===== src/hw/sdmac_pkg.sv =====
// Shared encodings for the SDMAC register block and the bus data is always 32 bits wide
package sdmac_pkg;

  // Bus widths
  localparam int ADDR_W = 8;   // Register offset from the CPU
  localparam int DATA_W = 32;  // CPU data bus

  // One decoded command per bus cycle
  typedef enum logic [3:0] {
    OP_NONE     = 4'd0,   // No command on the interface
    OP_WTC      = 4'd1,   // 0x04 word transfer count
    OP_CNTR     = 4'd2,   // 0x08 control register
    OP_ACR      = 4'd3,   // 0x0C address counter
    OP_ST_DMA   = 4'd4,   // 0x10 start strobe
    OP_FLUSH    = 4'd5,   // 0x14 flush strobe
    OP_CLR_INT  = 4'd6,   // 0x18 interrupt clear strobe
    OP_ISTR     = 4'd7,   // 0x1C interrupt status, read only
    OP_VERSION  = 4'd8,   // 0x20 version id, read only
    OP_SP_DMA   = 4'd9,   // 0x3C stop strobe
    OP_WD       = 4'd10,  // 0x40..0x4F SCSI chip window
    OP_UNMAPPED = 4'd11   // Anything else
  } reg_op_e;

  // Word engine
  typedef enum logic {
    DMA_IDLE = 1'b0,
    DMA_RUN  = 1'b1
  } dma_state_e;

  // CNTR layout
  localparam int CNTR_DMADIR = 1;  // Transfer direction
  localparam int CNTR_INTEN  = 2;  // Interrupt enable
  localparam int CNTR_W      = CNTR_INTEN + 1;  // Upper bits read as zero

  // ISTR layout
  localparam int ISTR_INT_DONE = 0;  // Count reached zero
  localparam int ISTR_FE_FLG   = 1;  // FIFO empty after flush
  localparam int ISTR_DMA_ACT  = 2;  // Engine running
  localparam int ISTR_W        = ISTR_DMA_ACT + 1;

  // ACR moves one longword per beat
  localparam int ACR_STEP = 4;

endpackage


===== src/hw/sdmac_ifs.sv =====
// Command and register view links between the SDMAC blocks and the view WTC width must match the register block
`timescale 1ns/10ps

// Decoder to register file and read path
interface sdmac_cmd_if;

  logic                          cmd_valid;  // One cycle per bus cycle
  sdmac_pkg::reg_op_e            cmd_op;
  logic                          cmd_wr;     // High for CPU write
  logic [sdmac_pkg::DATA_W-1:0]  cmd_wdata;

  modport dec (
    output cmd_valid,
    output cmd_op,
    output cmd_wr,
    output cmd_wdata
  );

  modport exe (
    input cmd_valid,
    input cmd_op,
    input cmd_wr,
    input cmd_wdata
  );

endinterface

// Live register contents for the read path
interface sdmac_view_if #(
  parameter int WTC_W = 24
);

  logic [WTC_W-1:0]              wtc;
  logic [sdmac_pkg::DATA_W-1:0]  acr;
  logic [sdmac_pkg::CNTR_W-1:0]  cntr;
  logic [sdmac_pkg::ISTR_W-1:0]  istr;

  modport src (
    output wtc,
    output acr,
    output cntr,
    output istr
  );

  modport snk (
    input wtc,
    input acr,
    input cntr,
    input istr
  );

endinterface


===== src/hw/sdmac_addr_decode.sv =====
// Address strobe decoder that needs addr rw and wdata held stable while as_n is low and as_n high for one sample between cycles
`timescale 1ns/10ps

module sdmac_addr_decode (
  input  logic                          sclk,
  input  logic                          reset,
  input  logic [sdmac_pkg::ADDR_W-1:0]  addr,
  input  logic                          cs_n,
  input  logic                          as_n,
  input  logic                          rw,     // High for read
  input  logic [sdmac_pkg::DATA_W-1:0]  wdata,
  output logic                          wd_sel,
  sdmac_cmd_if.dec                      cmd
);

  localparam logic [3:0] WD_PAGE = 4'h4;  // 0x40..0x4F

  logic strobe_q;    // Chip select and address strobe both low at last edge
  logic cycle_open;  // Command already issued for this strobe
  logic start;

  // Offset to opcode
  function automatic sdmac_pkg::reg_op_e addr_to_op(input logic [sdmac_pkg::ADDR_W-1:0] a);
    sdmac_pkg::reg_op_e op;
    case (a)
      8'h04:   op = sdmac_pkg::OP_WTC;
      8'h08:   op = sdmac_pkg::OP_CNTR;
      8'h0C:   op = sdmac_pkg::OP_ACR;
      8'h10:   op = sdmac_pkg::OP_ST_DMA;
      8'h14:   op = sdmac_pkg::OP_FLUSH;
      8'h18:   op = sdmac_pkg::OP_CLR_INT;
      8'h1C:   op = sdmac_pkg::OP_ISTR;
      8'h20:   op = sdmac_pkg::OP_VERSION;
      8'h3C:   op = sdmac_pkg::OP_SP_DMA;
      default: op = sdmac_pkg::OP_UNMAPPED;
    endcase
    if (a[7:4] == WD_PAGE) op = sdmac_pkg::OP_WD;  // Whole page goes to the SCSI chip
    return op;
  endfunction

  assign start = strobe_q & ~cycle_open;  // First sampled edge of a new strobe

  // Strobe tracking
  always_ff @(posedge sclk) begin
    if (reset) begin
      strobe_q      <= 1'b0;
      cycle_open    <= 1'b0;
      wd_sel        <= 1'b0;
      cmd.cmd_valid <= 1'b0;
    end else begin
      strobe_q      <= ~cs_n & ~as_n;
      wd_sel        <= ~cs_n & ~as_n & (addr[7:4] == WD_PAGE);  // Follows the strobe
      cmd.cmd_valid <= start;
      if (start)
        cycle_open <= 1'b1;
      else if (!strobe_q)
        cycle_open <= 1'b0;  // Strobe gone so rearm
    end
  end

  // Command payload
  always_ff @(posedge sclk) begin
    cmd.cmd_op <= start ? addr_to_op(addr) : sdmac_pkg::OP_NONE;
    if (start) begin
      cmd.cmd_wr    <= ~rw;
      cmd.cmd_wdata <= wdata;
    end
  end

  // One pulse per strobe even when the CPU holds as_n for many cycles
  a_single_cmd: assert property (@(posedge sclk) disable iff (reset)
    cmd.cmd_valid |=> !cmd.cmd_valid)
    else $error("cmd_valid high on consecutive cycles");

endmodule


===== src/hw/sdmac_regs.sv =====
// Register file and word engine where a command overrides the engine step and no data moves
`timescale 1ns/10ps

module sdmac_regs #(
  parameter int WTC_W = 24  // 8 to 32
) (
  input  logic      sclk,
  input  logic      reset,
  sdmac_cmd_if.exe  cmd,
  input  logic      dreq,   // SCSI side word request
  output logic      dack,
  sdmac_view_if.src view
);

  localparam logic [WTC_W-1:0] WTC_ONE = WTC_W'(1);
  localparam logic [sdmac_pkg::DATA_W-1:0] ACR_INC = sdmac_pkg::DATA_W'(sdmac_pkg::ACR_STEP);

  sdmac_pkg::dma_state_e         state;
  logic [WTC_W-1:0]              wtc;
  logic [sdmac_pkg::DATA_W-1:0]  acr;
  logic [sdmac_pkg::CNTR_W-1:0]  cntr;
  logic                          int_done;  // Transfer complete
  logic                          fe_flg;    // Flush seen
  logic                          last_beat;

  // Beat accepted this cycle
  assign dack      = (state == sdmac_pkg::DMA_RUN) && dreq && (wtc != '0);
  assign last_beat = dack && (wtc == WTC_ONE);

  always_ff @(posedge sclk) begin
    if (reset) begin
      state    <= sdmac_pkg::DMA_IDLE;
      wtc      <= '0;
      acr      <= '0;
      cntr     <= '0;
      int_done <= 1'b0;
      fe_flg   <= 1'b0;
    end else begin
      // Engine step first so a command below can override it
      if (dack) begin
        wtc <= wtc - WTC_ONE;
        acr <= acr + ACR_INC;  // Next longword
        if (last_beat) begin
          state    <= sdmac_pkg::DMA_IDLE;
          int_done <= 1'b1;
        end
      end else if (state == sdmac_pkg::DMA_RUN && wtc == '0) begin
        state <= sdmac_pkg::DMA_IDLE;  // Count cleared by a write while running
      end

      if (cmd.cmd_valid) begin
        case (cmd.cmd_op)
          sdmac_pkg::OP_WTC: begin
            if (cmd.cmd_wr) wtc <= cmd.cmd_wdata[WTC_W-1:0];
          end
          sdmac_pkg::OP_CNTR: begin
            if (cmd.cmd_wr) cntr <= cmd.cmd_wdata[sdmac_pkg::CNTR_W-1:0];
          end
          sdmac_pkg::OP_ACR: begin
            if (cmd.cmd_wr) acr <= cmd.cmd_wdata;
          end
          // Action strobes fire on read or write
          sdmac_pkg::OP_ST_DMA: begin
            if (wtc != '0) state <= sdmac_pkg::DMA_RUN;  // Nothing to move otherwise
          end
          sdmac_pkg::OP_SP_DMA: begin
            state <= sdmac_pkg::DMA_IDLE;  // Count and address kept for restart
          end
          sdmac_pkg::OP_FLUSH: begin
            state  <= sdmac_pkg::DMA_IDLE;
            wtc    <= '0;
            fe_flg <= 1'b1;
          end
          sdmac_pkg::OP_CLR_INT: begin
            int_done <= 1'b0;
            fe_flg   <= 1'b0;
          end
          default: ;  // Reads and the SCSI window leave state alone
        endcase
      end
    end
  end

  // Status view
  always_comb begin
    view.istr                          = '0;
    view.istr[sdmac_pkg::ISTR_INT_DONE] = int_done;
    view.istr[sdmac_pkg::ISTR_FE_FLG]   = fe_flg;
    view.istr[sdmac_pkg::ISTR_DMA_ACT]  = (state == sdmac_pkg::DMA_RUN);
  end

  assign view.wtc  = wtc;
  assign view.acr  = acr;
  assign view.cntr = cntr;

  // Beats only once a start strobe has put the engine in DMA_RUN
  a_dack_run: assert property (@(posedge sclk) disable iff (reset)
    dack |-> $past(state) == sdmac_pkg::DMA_RUN ||
             $past(cmd.cmd_valid && cmd.cmd_op == sdmac_pkg::OP_ST_DMA))
    else $error("dack outside DMA_RUN");

  // Count must never wrap below zero
  a_dack_wtc: assert property (@(posedge sclk) disable iff (reset)
    dack && !cmd.cmd_valid |=> wtc < $past(wtc))
    else $error("dack with zero word count");

endmodule


===== src/hw/sdmac_read_mux.sv =====
// Read data and bus acknowledge where rdata holds the last read and int_n is a level from live register state
`timescale 1ns/10ps

module sdmac_read_mux #(
  parameter int              WTC_W      = 24,
  parameter logic [31:0]     VERSION_ID = 32'h0000_0001
) (
  input  logic                          sclk,
  input  logic                          reset,
  input  logic                          as_n,
  sdmac_cmd_if.exe                      cmd,
  sdmac_view_if.snk                     view,
  output logic [sdmac_pkg::DATA_W-1:0]  rdata,
  output logic                          dtack_n,
  output logic                          int_n
);

  localparam int DW = sdmac_pkg::DATA_W;

  logic [DW-1:0] rd_sel;  // Value for the current command

  // Zero extended register select
  always_comb begin
    case (cmd.cmd_op)
      sdmac_pkg::OP_WTC:     rd_sel = DW'(view.wtc[WTC_W-1:0]);
      sdmac_pkg::OP_CNTR:    rd_sel = DW'(view.cntr);
      sdmac_pkg::OP_ACR:     rd_sel = view.acr;
      sdmac_pkg::OP_ISTR:    rd_sel = DW'(view.istr);
      sdmac_pkg::OP_VERSION: rd_sel = DW'(VERSION_ID);
      default:               rd_sel = '0;  // Strobes, SCSI window, holes
    endcase
  end

  always_ff @(posedge sclk) begin
    if (reset) begin
      rdata   <= '0;
      dtack_n <= 1'b1;
    end else begin
      if (cmd.cmd_valid && !cmd.cmd_wr) rdata <= rd_sel;  // Writes keep old data
      if (as_n)
        dtack_n <= 1'b1;  // CPU ended the cycle
      else if (cmd.cmd_valid)
        dtack_n <= 1'b0;
    end
  end

  // Level interrupt, masked by INTEN
  assign int_n = ~(view.istr[sdmac_pkg::ISTR_INT_DONE] & view.cntr[sdmac_pkg::CNTR_INTEN]);

  // Ack released once the strobe has been seen high
  a_dtack_release: assert property (@(posedge sclk) disable iff (reset)
    $past(as_n) |-> dtack_n)
    else $error("dtack_n low after as_n high for a cycle");

endmodule


===== src/hw/sdmac_top.sv =====
// SDMAC register block top where WTC_W must be 8 to 32 and the SCSI chip window is only signalled on wd_sel
`timescale 1ns/10ps

module sdmac_top #(
  parameter int          WTC_W      = 24,
  parameter logic [31:0] VERSION_ID = 32'h0000_0001
) (
  input  logic                          sclk,
  input  logic                          reset,
  // CPU bus
  input  logic [sdmac_pkg::ADDR_W-1:0]  addr,
  input  logic                          cs_n,
  input  logic                          as_n,
  input  logic                          rw,
  input  logic [sdmac_pkg::DATA_W-1:0]  wdata,
  output logic [sdmac_pkg::DATA_W-1:0]  rdata,
  output logic                          dtack_n,
  output logic                          int_n,
  // SCSI side
  input  logic                          dreq,
  output logic                          dack,
  output logic                          wd_sel
);

  sdmac_cmd_if                      cmd_if ();
  sdmac_view_if #(.WTC_W(WTC_W))    view_if ();

  // Bus cycle to command
  sdmac_addr_decode sdmac_addr_decode_inst (
    .sclk   (sclk),
    .reset  (reset),
    .addr   (addr),
    .cs_n   (cs_n),
    .as_n   (as_n),
    .rw     (rw),
    .wdata  (wdata),
    .wd_sel (wd_sel),
    .cmd    (cmd_if.dec)
  );

  // Registers and word engine
  sdmac_regs #(.WTC_W(WTC_W)) sdmac_regs_inst (
    .sclk  (sclk),
    .reset (reset),
    .cmd   (cmd_if.exe),
    .dreq  (dreq),
    .dack  (dack),
    .view  (view_if.src)
  );

  // Read data and acknowledge
  sdmac_read_mux #(
    .WTC_W      (WTC_W),
    .VERSION_ID (VERSION_ID)
  ) sdmac_read_mux_inst (
    .sclk    (sclk),
    .reset   (reset),
    .as_n    (as_n),
    .cmd     (cmd_if.exe),
    .view    (view_if.snk),
    .rdata   (rdata),
    .dtack_n (dtack_n),
    .int_n   (int_n)
  );

endmodule


===== config.mk =====
export PLATFORM = sky130hd
export DESIGN_NAME = sdmac_top
export DESIGN_NICKNAME = d
export VERILOG_FILES = /design/src/hw/sdmac_pkg.sv /design/src/hw/sdmac_ifs.sv /design/src/hw/sdmac_addr_decode.sv /design/src/hw/sdmac_regs.sv /design/src/hw/sdmac_read_mux.sv /design/src/hw/sdmac_top.sv
export SDC_FILE = /design/constraint.sdc
export NUM_CORES = 1
export LEC_CHECK = 0
export ABC_AREA = 1
export ABC_CLOCK_PERIOD_IN_PS = 3600
export BUFFER_PORTS_ARGS = -buffer_cell sky130_fd_sc_hd__buf_2
export CAP_MARGIN = 20
export CORE_MARGIN = 2
export CORE_UTILIZATION = 50
export CTS_CLUSTER_DIAMETER = 100
export CTS_CLUSTER_SIZE = 10
export DETAILED_ROUTE_END_ITERATION = 12
export PLACE_DENSITY_LB_ADDON = 0.05
export SYNTH_ARGS = -nofsm -noshare
export SYNTH_HDL_FRONTEND = slang
export SYNTH_HIERARCHICAL = 1
export SYNTH_SLANG_ARGS = --single-unit

===== constraint.sdc =====
create_clock -name sclk -period 3.6 [get_ports sclk]
set_input_delay 0.36 -clock sclk [delete_from_list [all_inputs] [get_ports sclk]]
set_output_delay 0.36 -clock sclk [all_outputs]
set_load 0.1 [all_outputs]

Word level (Yosys, flattened, before mapping)
Cells that the tools add are included.
- $add $sub $neg: 2
- equal/unequal tests: 21
- mux-type cells: 24
- bitwise operators: 10
- reduce and logical (&&, ||, !) cells: 14
- operator list (operator ; count):
    $pmux W32 S5 ; 1
    $mux W32 ; 4
    $mux W24 ; 3
    $pmux W24 S2 ; 1
    $pmux W4 S9 ; 1
    $add A32 B3 Y32 const B ; 1
    $eq A8 B5 Y1 const B ; 4
    $eq A24 B1 Y1 const B ; 1
    $logic_not A24 Y1 ; 1
    $reduce_bool A24 Y1 ; 1
    $sub A24 B1 Y24 const B ; 1
    $eq A4 B3 Y1 const B ; 5
    $eq A8 B4 Y1 const B ; 2
    $eq A8 B6 Y1 const B ; 2
    $mux W1 ; 11
    $eq A4 B2 Y1 const B ; 2
    $eq A4 B4 Y1 const B ; 2
    $eq A8 B3 Y1 const B ; 1
    $not A1 Y1 ; 6
    $reduce_or A2 Y1 ; 3
    $logic_and A1 B1 Y1 ; 5
    $and A1 B1 Y1 ; 4
    $eq A4 B1 Y1 const B ; 1
    $mux W4 ; 1
    other kinds (6) ; 7
- flip-flop bits (word level): 136
- output and inout bits: 36
- word-level logic and storage cells: 87

Depth between registers and ports, before layout
Gate-level depths: netlist of the first run.
- depth after elaboration: 8
- gate-level depth with buffers: 13
- depth with buffers taken out: 12

By module
The synthesis of the first run kept the hierarchy.
- by module, submodules not included (module ; times used ; cells each ; area an instance (um^2) ; seq. area each (um^2)):
    sdmac_regs ; 1 ; 745 ; 4476.8 ; 1241.2
    sdmac_read_mux ; 1 ; 244 ; 1746.7 ; 660.6
    sdmac_addr_decode ; 1 ; 91 ; 1413.9 ; 1151.1

Worst setup path after synthesis of the first run
OpenSTA, ideal clock, no wires.
- path type: reg-to-reg
- start: register sdmac_addr_decode_inst.strobe_q
- end: register sdmac_addr_decode_inst.cmd.cmd_op[2]
- arrival time: 2.228 ns
- slack: 1.279 ns
- cell stages (with the launch flop): 5
- buffers on the path: 0
- clock period less this slack: 2.321 ns
- path through: dfxtp_1 inv_1 nor2_1 nand2_1 nor4_1
- cells in the longest elaborated chain, start to end: 3
- RTL lines (element ; line ; RTL):
    start: declaration ; sdmac_addr_decode.sv:18 ; logic strobe_q;
    start signal: assignment ; sdmac_addr_decode.sv:51 ; strobe_q <= ~cs_n & ~as_n;
    $and A1 B1 Y1 ; sdmac_addr_decode.sv:41 ; assign start = strobe_q & ~cycle_open;
    net sdmac_addr_decode_inst.start ; sdmac_addr_decode.sv:20 ; logic start;
    $not A1 Y1 (no line) ; -- ;
    $reduce_or A2 Y1 (no line) ; -- ;
    end signal: assignment ; sdmac_addr_decode.sv:63 ; cmd.cmd_op <= start ? addr_to_op(addr) : sdmac_pkg::OP_NONE;
    end: declaration ; sdmac_ifs.sv:14 ; output cmd_op,
The timed path passes the listed nets, and every way through them passes these cells.
A chain may end at the register's enable or synchronous reset.

Final worst setup path of the first run
- start: register sdmac_regs_inst.wtc[0] (netlist: sdmac_regs_inst/view.wtc[0])
- end: output port dack
- cells in the longest elaborated chain, start to end: 2
- RTL lines (element ; line ; RTL):
    start: declaration ; sdmac_regs.sv:19 ; logic [WTC_W-1:0] wtc;
    start signal: assignment ; sdmac_regs.sv:41 ; wtc <= wtc - WTC_ONE;
    start signal: assignment ; sdmac_regs.sv:54 ; if (cmd.cmd_wr) wtc <= cmd.cmd_wdata[WTC_W-1:0];
    $reduce_bool A24 Y1 ; sdmac_regs.sv:27 ; assign dack = (state == sdmac_pkg::DMA_RUN) && dreq && (wtc != '0);
    $logic_and A1 B1 Y1 ; sdmac_regs.sv:27 ;
    end: declaration ; sdmac_top.sv:21 ; output logic dack,
Every way passes these cells.

==> impl_metrics.yaml, run 1 <==
synthesis:
  yosys.area.top_type: "dfxtp_1"
  ys_seq_area_share_pct: 40.0
  syn-num-nets: 1129
  synth_seq_cells: 136
  ys_types: 45
  ys_warn_count: 6
  netlist_top_cells_area: "dfxtp_1 (27%), nand2_1 (13%), edfxtp_1 (13%)"
  synth_top_area_share_pct: 27.0
  synthCells: 1080
  synth_area_per_cell_um2: 7.07
  syn_area_um2: 7640
cts:
  cts.clk_slew.worst_paths_ns: 0.06
  ctsHoldBuffers: 0
  post_cts_buffers: 0
  cts_sinks: 136
  cts.repair.resized: 0
  cts_tree: "built"
  htreeDepth: 4
  ctsRootBufferMaster: "clkbuf_16"
  cts_buffers: 17
  clock_latency_ns: 0.42
  clock_path_buffers: 2
worst_hold_path:
  hold_end: "sdmac_addr_decode_inst/cmd.cmd_wdata[13]"
  hp-class: "in -> reg"
  min_from: "wdata[13]"
  hold_depth: 1
floorplan:
  dieArea_um2: 16300
  pin_count: 82
  die_w_um: 128
  start_util_pct: 50.6
  row_count: 45
  core_region_area_um2: 15100
  die_h_um: 128
setup_path:
  rr_worst_depth: 12
  cp-start-kind: "register"
  r2r_end: "sdmac_regs_inst/view.wtc[5]"
  crit_type: "reg -> out"
  rrSetupSlack_ns: 1.37
  critPathMaxFanout: 39
  end_kind: "output port"
  required_ns: 3.24
  crit_arrival_ns: 2.61
  regToRegStartpoint: "sdmac_regs_inst/view.wtc[0]"
sta:
  fmax_mhz: 337
  fin_crit_sh_pct: 82.5
  rsz0062_at_grt: "no"
  finalSetupTns_ns: 0
  skew_ns: 0.00709
  finalSetupViolations: 0
  slew_viol_final: 0
  slew-limit-headroom_pct: 41.2
  setup_slack_ns: 0.630
  finalHoldViolCount: 0
  tightest_slew_ns: 0.882
  period_minus_slack_ns: 2.97
route:
  wl_per_cell_um: 15.6
  drt_iter0_drc: 541
  routed_wl_um: 21100
  antenna_left: 0
  vias: 6964
  via_per_inst: 5.17
  drc_errors: 0
  dr.pass1.iters: 6
power:
  finalPower_mw: 3.51
  comb_power_share_pct: 4.4
  powerDensity_nw_per_um2: 404
  internal_power_mw: 2.73
  seqPwrFrac_pct: 45.5
  leakagePower_nw: 4.10
  peakVddDrop_v: 0.000399
  sw_frac_of_total_pct: 22.2
  p_clk_share_pct: 50.1
  p_sw_uw: 780
flow_run:
  max-cap-violations: 0
finish:
  fin_area_um2: 8690
  diodes: 0
  register_area_um2: 3050
  multiInputGateArea_um2: 3830
  nets: 1194
  synthToLayoutAreaGrowth_pct: 13.7
  drive_above_1_share_pct: 16.9
  fillers: 1513
place:
  dpl_worst_slack_ns: 1.09
  portBuffers: 81
  gp_congestion: 0.910
  place_area_um2: 8060
  dp_hpwl_um: 15100
grt:
  overflow: 0
  grt_use_total_pct: 26.7
  antenna_found_initial: 0
  grt_pass1_vias: 6443
  grt_pass1_wl_um: 33600
  grt_max_degree: 69
run_status:
  status: "complete, no violations"
-- placed cells by master, fill, tap and decap left out, types with 2 or more instances in the layout --
cell type / synthesis / layout
nand2_1: 269 / 269
nor2_2: 7 / 7
buf_2: 8 / 81
nand2_2: 28 / 28
clkinvlp_4: 0 / 2
a21oi_1: 53 / 53
nand3_1: 53 / 53
inv_2: 3 / 3
nand3b_1: 4 / 4
o21ai_0: 66 / 66
clkbuf_16: 0 / 17
o211ai_1: 12 / 12
buf_4: 4 / 7
ha_1: 3 / 3
nand4_1: 12 / 12
clkinv_2: 0 / 2
xor2_1: 26 / 26
bufinv_16: 0 / 3
a21boi_0: 5 / 5
nor2_4: 7 / 8
o211ai_2: 3 / 3
edfxtp_1: 33 / 33
inv_1: 125 / 125
nor3_1: 10 / 10
dfxtp_1: 103 / 103
nor4_1: 6 / 6
nor2_1: 161 / 160
xnor2_1: 9 / 9
clkinv_1: 0 / 3
a21oi_2: 21 / 21
clkinv_4: 0 / 2
o21ai_1: 3 / 3
-- power groups by stage --
stage / sequential [mW] / combinational, mW / clock [mW]
2_1_floorplan: 1.64 / 0.0817 / 0
3_3_place_gp: 1.63 / 0.149 / 0
3_5_place_dp: 1.63 / 0.150 / 0
4_1_cts: 1.60 / 0.150 / 1.79
5_1_grt: 1.60 / 0.169 / 1.86
6_report: 1.60 / 0.153 / 1.76
-- critical path, cell delays in order (launching register included) --
cell     delay (ns)
dfxtp_1        0.40
inv_1          0.09
ha_1           0.22
nand2_2        0.13
nor2_4         0.07
nand3_4        0.15
nand2_8        0.19
inv_4          0.40
buf_2          0.51
-- worst max path at each step --
stage | depth (start not counted) | slack (ns) | endpoint | startpoint
finish | 8 | 0.63 | dack | sdmac_regs_inst/view.wtc[0]
global route | 8 | 0.48 | dack | sdmac_regs_inst/view.wtc[0]
CTS | 8 | 0.64 | dack | sdmac_regs_inst/view.wtc[0]
detailed placement | 8 | 1.09 | dack | sdmac_regs_inst/view.wtc[0]
global placement | 8 | 1.11 | dack | sdmac_regs_inst/view.wtc[0]
floorplan | 4 | 1.28 | sdmac_addr_decode_inst/cmd.cmd_op[2] | sdmac_addr_decode_inst/strobe_q
-- cell type report --
type / count / share of cell area (%)
Inverter: 129 / 5.60
Timing Repair Buffer: 89 / 5.59
Tap cell: 188 / 2.71
Clock buffer: 19 / 5.10
Sequential cell: 136 / 35.1
Multi-Input combinational cell: 772 / 44.1
Clock inverter: 13 / 1.76
-- synthesized netlist by cell type (all sizes together) --
| library cell | n |
|---|---|
| or3 | 1 |
| clkbuf | 22 |
| buf | 20 |
| nor2 | 175 |
| a31o | 2 |
| a21boi | 5 |
| dlymetal6s2s | 1 |
| xnor2 | 9 |
| edfxtp | 33 |
| nand3b | 4 |
| o221ai | 1 |
| a21oi | 74 |
| o22ai | 1 |
| xor2 | 26 |
| and2 | 1 |
| nor4 | 6 |
| nand2 | 299 |
| nand4 | 12 |
| inv | 129 |
| nor3 | 11 |
| a31oi | 1 |
| o21ai | 70 |
| o211ai | 15 |
| dfxtp | 103 |
| o31ai | 1 |
| nand3 | 55 |
| ha | 3 |
-- layer usage --
layer / track usage (%) / wire, um / up-vias
met1: 36.9 / 10100 / 3119
met5: 0 / 0 / -
met4: 9.11 / 442 / 0
li1: - / - / 3575
met3: 5.15 / 1190 / 31
met2: 42.2 / 9360 / 239
-- sequential cells by signal, summed over array words and instances (netlist names) --
signal,flops
sdmac_addr_decode_inst/cmd.cmd_op,4
sdmac_addr_decode_inst/cmd.cmd_valid,1
sdmac_addr_decode_inst/cmd.cmd_wdata,32
sdmac_addr_decode_inst/cmd.cmd_wr,1
sdmac_addr_decode_inst/cycle_open,1
sdmac_addr_decode_inst/strobe_q,1
sdmac_addr_decode_inst/wd_sel,1
sdmac_read_mux_inst/dtack_n,1
sdmac_read_mux_inst/rdata,32
sdmac_regs_inst/fe_flg,1
sdmac_regs_inst/int_done,1
sdmac_regs_inst/state,1
sdmac_regs_inst/view.acr,32
sdmac_regs_inst/view.cntr,3
sdmac_regs_inst/view.wtc,24
-- metrics by stage --
step           hold slack, ns  cells  util, %
2_1_floorplan           0.410   1080        -
3_3_place_gp            0.439   1313     53.4
3_5_place_dp            0.441   1313     53.4
4_1_cts                0.0987   1345     57.4
5_1_grt                0.0938   1346     57.6
6_report                0.113   1346     57.6
-- logic make-up after synthesis --
family	after synthesis	synth area share (%)
buffers and inverters	172	9.98
flip-flops	136	40.0
XOR/XNOR	35	4.01
AO/OA/AOI/OAI	170	13.4
adder cells (fa/ha/maj)	3	0.492
AND/OR/NAND/NOR	564	32.2
No activity file was read; power rests on OpenSTA's default activity.
==> inputs of run 2 (changes only) <==
--- a/config.mk
+++ b/config.mk
@@ -6,7 +6,7 @@
 export NUM_CORES = 1
 export LEC_CHECK = 0
 export ABC_AREA = 1
-export ABC_CLOCK_PERIOD_IN_PS = 3600
+export ABC_CLOCK_PERIOD_IN_PS = 2400
 export BUFFER_PORTS_ARGS = -buffer_cell sky130_fd_sc_hd__buf_2
 export CAP_MARGIN = 20
 export CORE_MARGIN = 2
==> constraint.sdc (replaced) <==
create_clock -name sclk -period 2.4 [get_ports sclk]
set_input_delay 0.24 -clock sclk [delete_from_list [all_inputs] [get_ports sclk]]
set_output_delay 0.24 -clock sclk [all_outputs]
set_load 0.1 [all_outputs]
==> impl_metrics.yaml, run 2 (synthesis gave the netlist of run 1 again) <==
floorplan:
  start_util_pct: 50.6
  die_h_um: 128
  core_region_area_um2: 15100
  pin_count: 82
  die_w_um: 128
  row_count: 45
  dieArea_um2: 16300
route:
  antenna_left: 0
  wl_per_cell_um: 16.0
  dr.pass1.iters: 6
  routed_wl_um: 22200
  drc_errors: 0
  vias: 7201
  via_per_inst: 5.17
  drt_iter0_drc: 502
setup_path:
  crit_arrival_ns: 2.01
  end_kind: "output port"
  required_ns: 2.16
  crit_type: "reg -> out"
  critPathMaxFanout: 39
  cp-start-kind: "register"
finish:
  nets: 1240
  final_core_util_pct: 60.6
  layout_common_cells: "nand2_1 (269), nor2_1 (160), inv_1 (125)"
  fin_area_um2: 9140
  top_regs: "sdmac_addr_decode_inst/cmd.cmd_wdata (32), sdmac_read_mux_inst/rdata (32), sdmac_regs_inst/view.acr (32)"
  drive_above_1_share_pct: 17.4
  diodes: 0
  synthToLayoutAreaGrowth_pct: 19.7
  layout_commonest_cell: "nand2_1"
sta:
  rsz0062_at_grt: "no"
  slew-limit-headroom_pct: 51.8
  finalSetupTns_ns: 0
  skew_ns: 0.00852
  period_minus_slack_ns: 2.25
  finalHoldViolCount: 0
  fin_crit_sh_pct: 93.9
  tightest_slew_ns: 0.722
  slew_viol_final: 0
  fmax_mhz: 444
  finalSetupViolations: 0
grt:
  grt_max_degree: 69
  met3_usage_pct: 6.70
  grt_use_met2_pct: 44.4
  use_met1_pct: 38.8
  overflow: 0
  grt_pass1_wl_um: 35500
  busiest_layer: "met2"
  antenna_found_initial: 0
  grt_use_total_pct: 28.3
  grt_pass1_vias: 6833
place:
  dp_hpwl_um: 15800
  place_area_um2: 8180
  gp_congestion: 0.918
  portBuffers: 81
power:
  leakagePower_nw: 4.31
  peakVddDrop_v: 0.000667
  powerDensity_nw_per_um2: 584
cts:
  post_cts_buffers: 0
  htreeDepth: 4
  cts.clk_slew.worst_paths_ns: 0.06
  cts_tree: "built"
  cts_buffers: 17
  clock_latency_ns: 0.43
  cts_sinks: 136
  ctsRootBufferMaster: "clkbuf_16"
  clock_path_buffers: 2
flow_run:
  max-cap-violations: 0
worst_hold_path:
  hp-class: "in -> reg"
run_status:
  status: "complete, no violations"
-- run 2: changes by cell type in the layout (fill, tap and decap cells not counted), moves of 2 or more --
cell	previous run	this run
clkinv_1	3	1
clkinv_2	2	5
buf_4	7	18
buf_12	0	2
dlygate4sd3_1	0	35
-- run 2: worst paths after layout --
check | start | to | slack (ns) | cells past startpoint
max | sdmac_regs_inst/view.wtc[0] | dack | 0.15 | 8
min | addr[0] | sdmac_addr_decode_inst/cmd.cmd_op[2] | 0.04 | 2
max reg2reg | sdmac_regs_inst/view.wtc[0] | sdmac_regs_inst/view.acr[4] | 0.24 | 11
min reg2reg | sdmac_regs_inst/view.cntr[1] | sdmac_regs_inst/view.cntr[1] | 0.45 | 2
-- run 2: layer usage --
layer | share of wire, % | vias to the layer above
li1 | - | 3662
met1 | 47 | 3282
met4 | 1.6 | 0
met2 | 45 | 227
met3 | 6.1 | 30
met5 | 0 | -
-- run 2: power by group --
part	switching [mW]	internal [mW]
Combinational	0.171	0.109
Sequential	0.0227	2.37
Clock	1.01	1.65
-- run 2: worst max-delay path, stage by stage, from the launching register on --
cell and delay (ns):
dfxtp_1 0.40, inv_1 0.10, ha_1 0.22, nand2_2 0.12, nor2_4 0.06, nand3_4 0.14
nand2_8 0.14, inv_16 0.17, buf_12 0.19
-- run 2: repair_timing --
action | in CTS | in global routing
endpoints found under the hold margin | 34 | 0
gates resized for setup | 1 | 4
gates cloned | 0 | 0
endpoints found under the setup margin | 1 | 1
hold buffers | 35 | 0
-- run 2: area by class of cell --
class | count | area, um^2
Inverter | 129 | 500
Timing Repair Buffer | 135 | 926
Clock buffer | 19 | 443
Sequential cell | 136 | 3050
Fill cell | 1460 | 5950
Multi-Input combinational cell | 772 | 3830
Clock inverter | 13 | 153
Tap cell | 188 | 235
-- run 2: per-stage QoR --
stage	setup slack (ns)	total power [mW]	hold WS, ns	instances
after floorplan	0.0791	2.58	0.302	1080
after global placement	0.380	2.68	0.416	1325
after detailed placement	0.318	2.68	0.418	1325
after CTS	0.0361	5.38	0.0264	1392
after global routing	0.00636	5.52	0.0202	1392
final	0.145	5.34	0.0359	1392
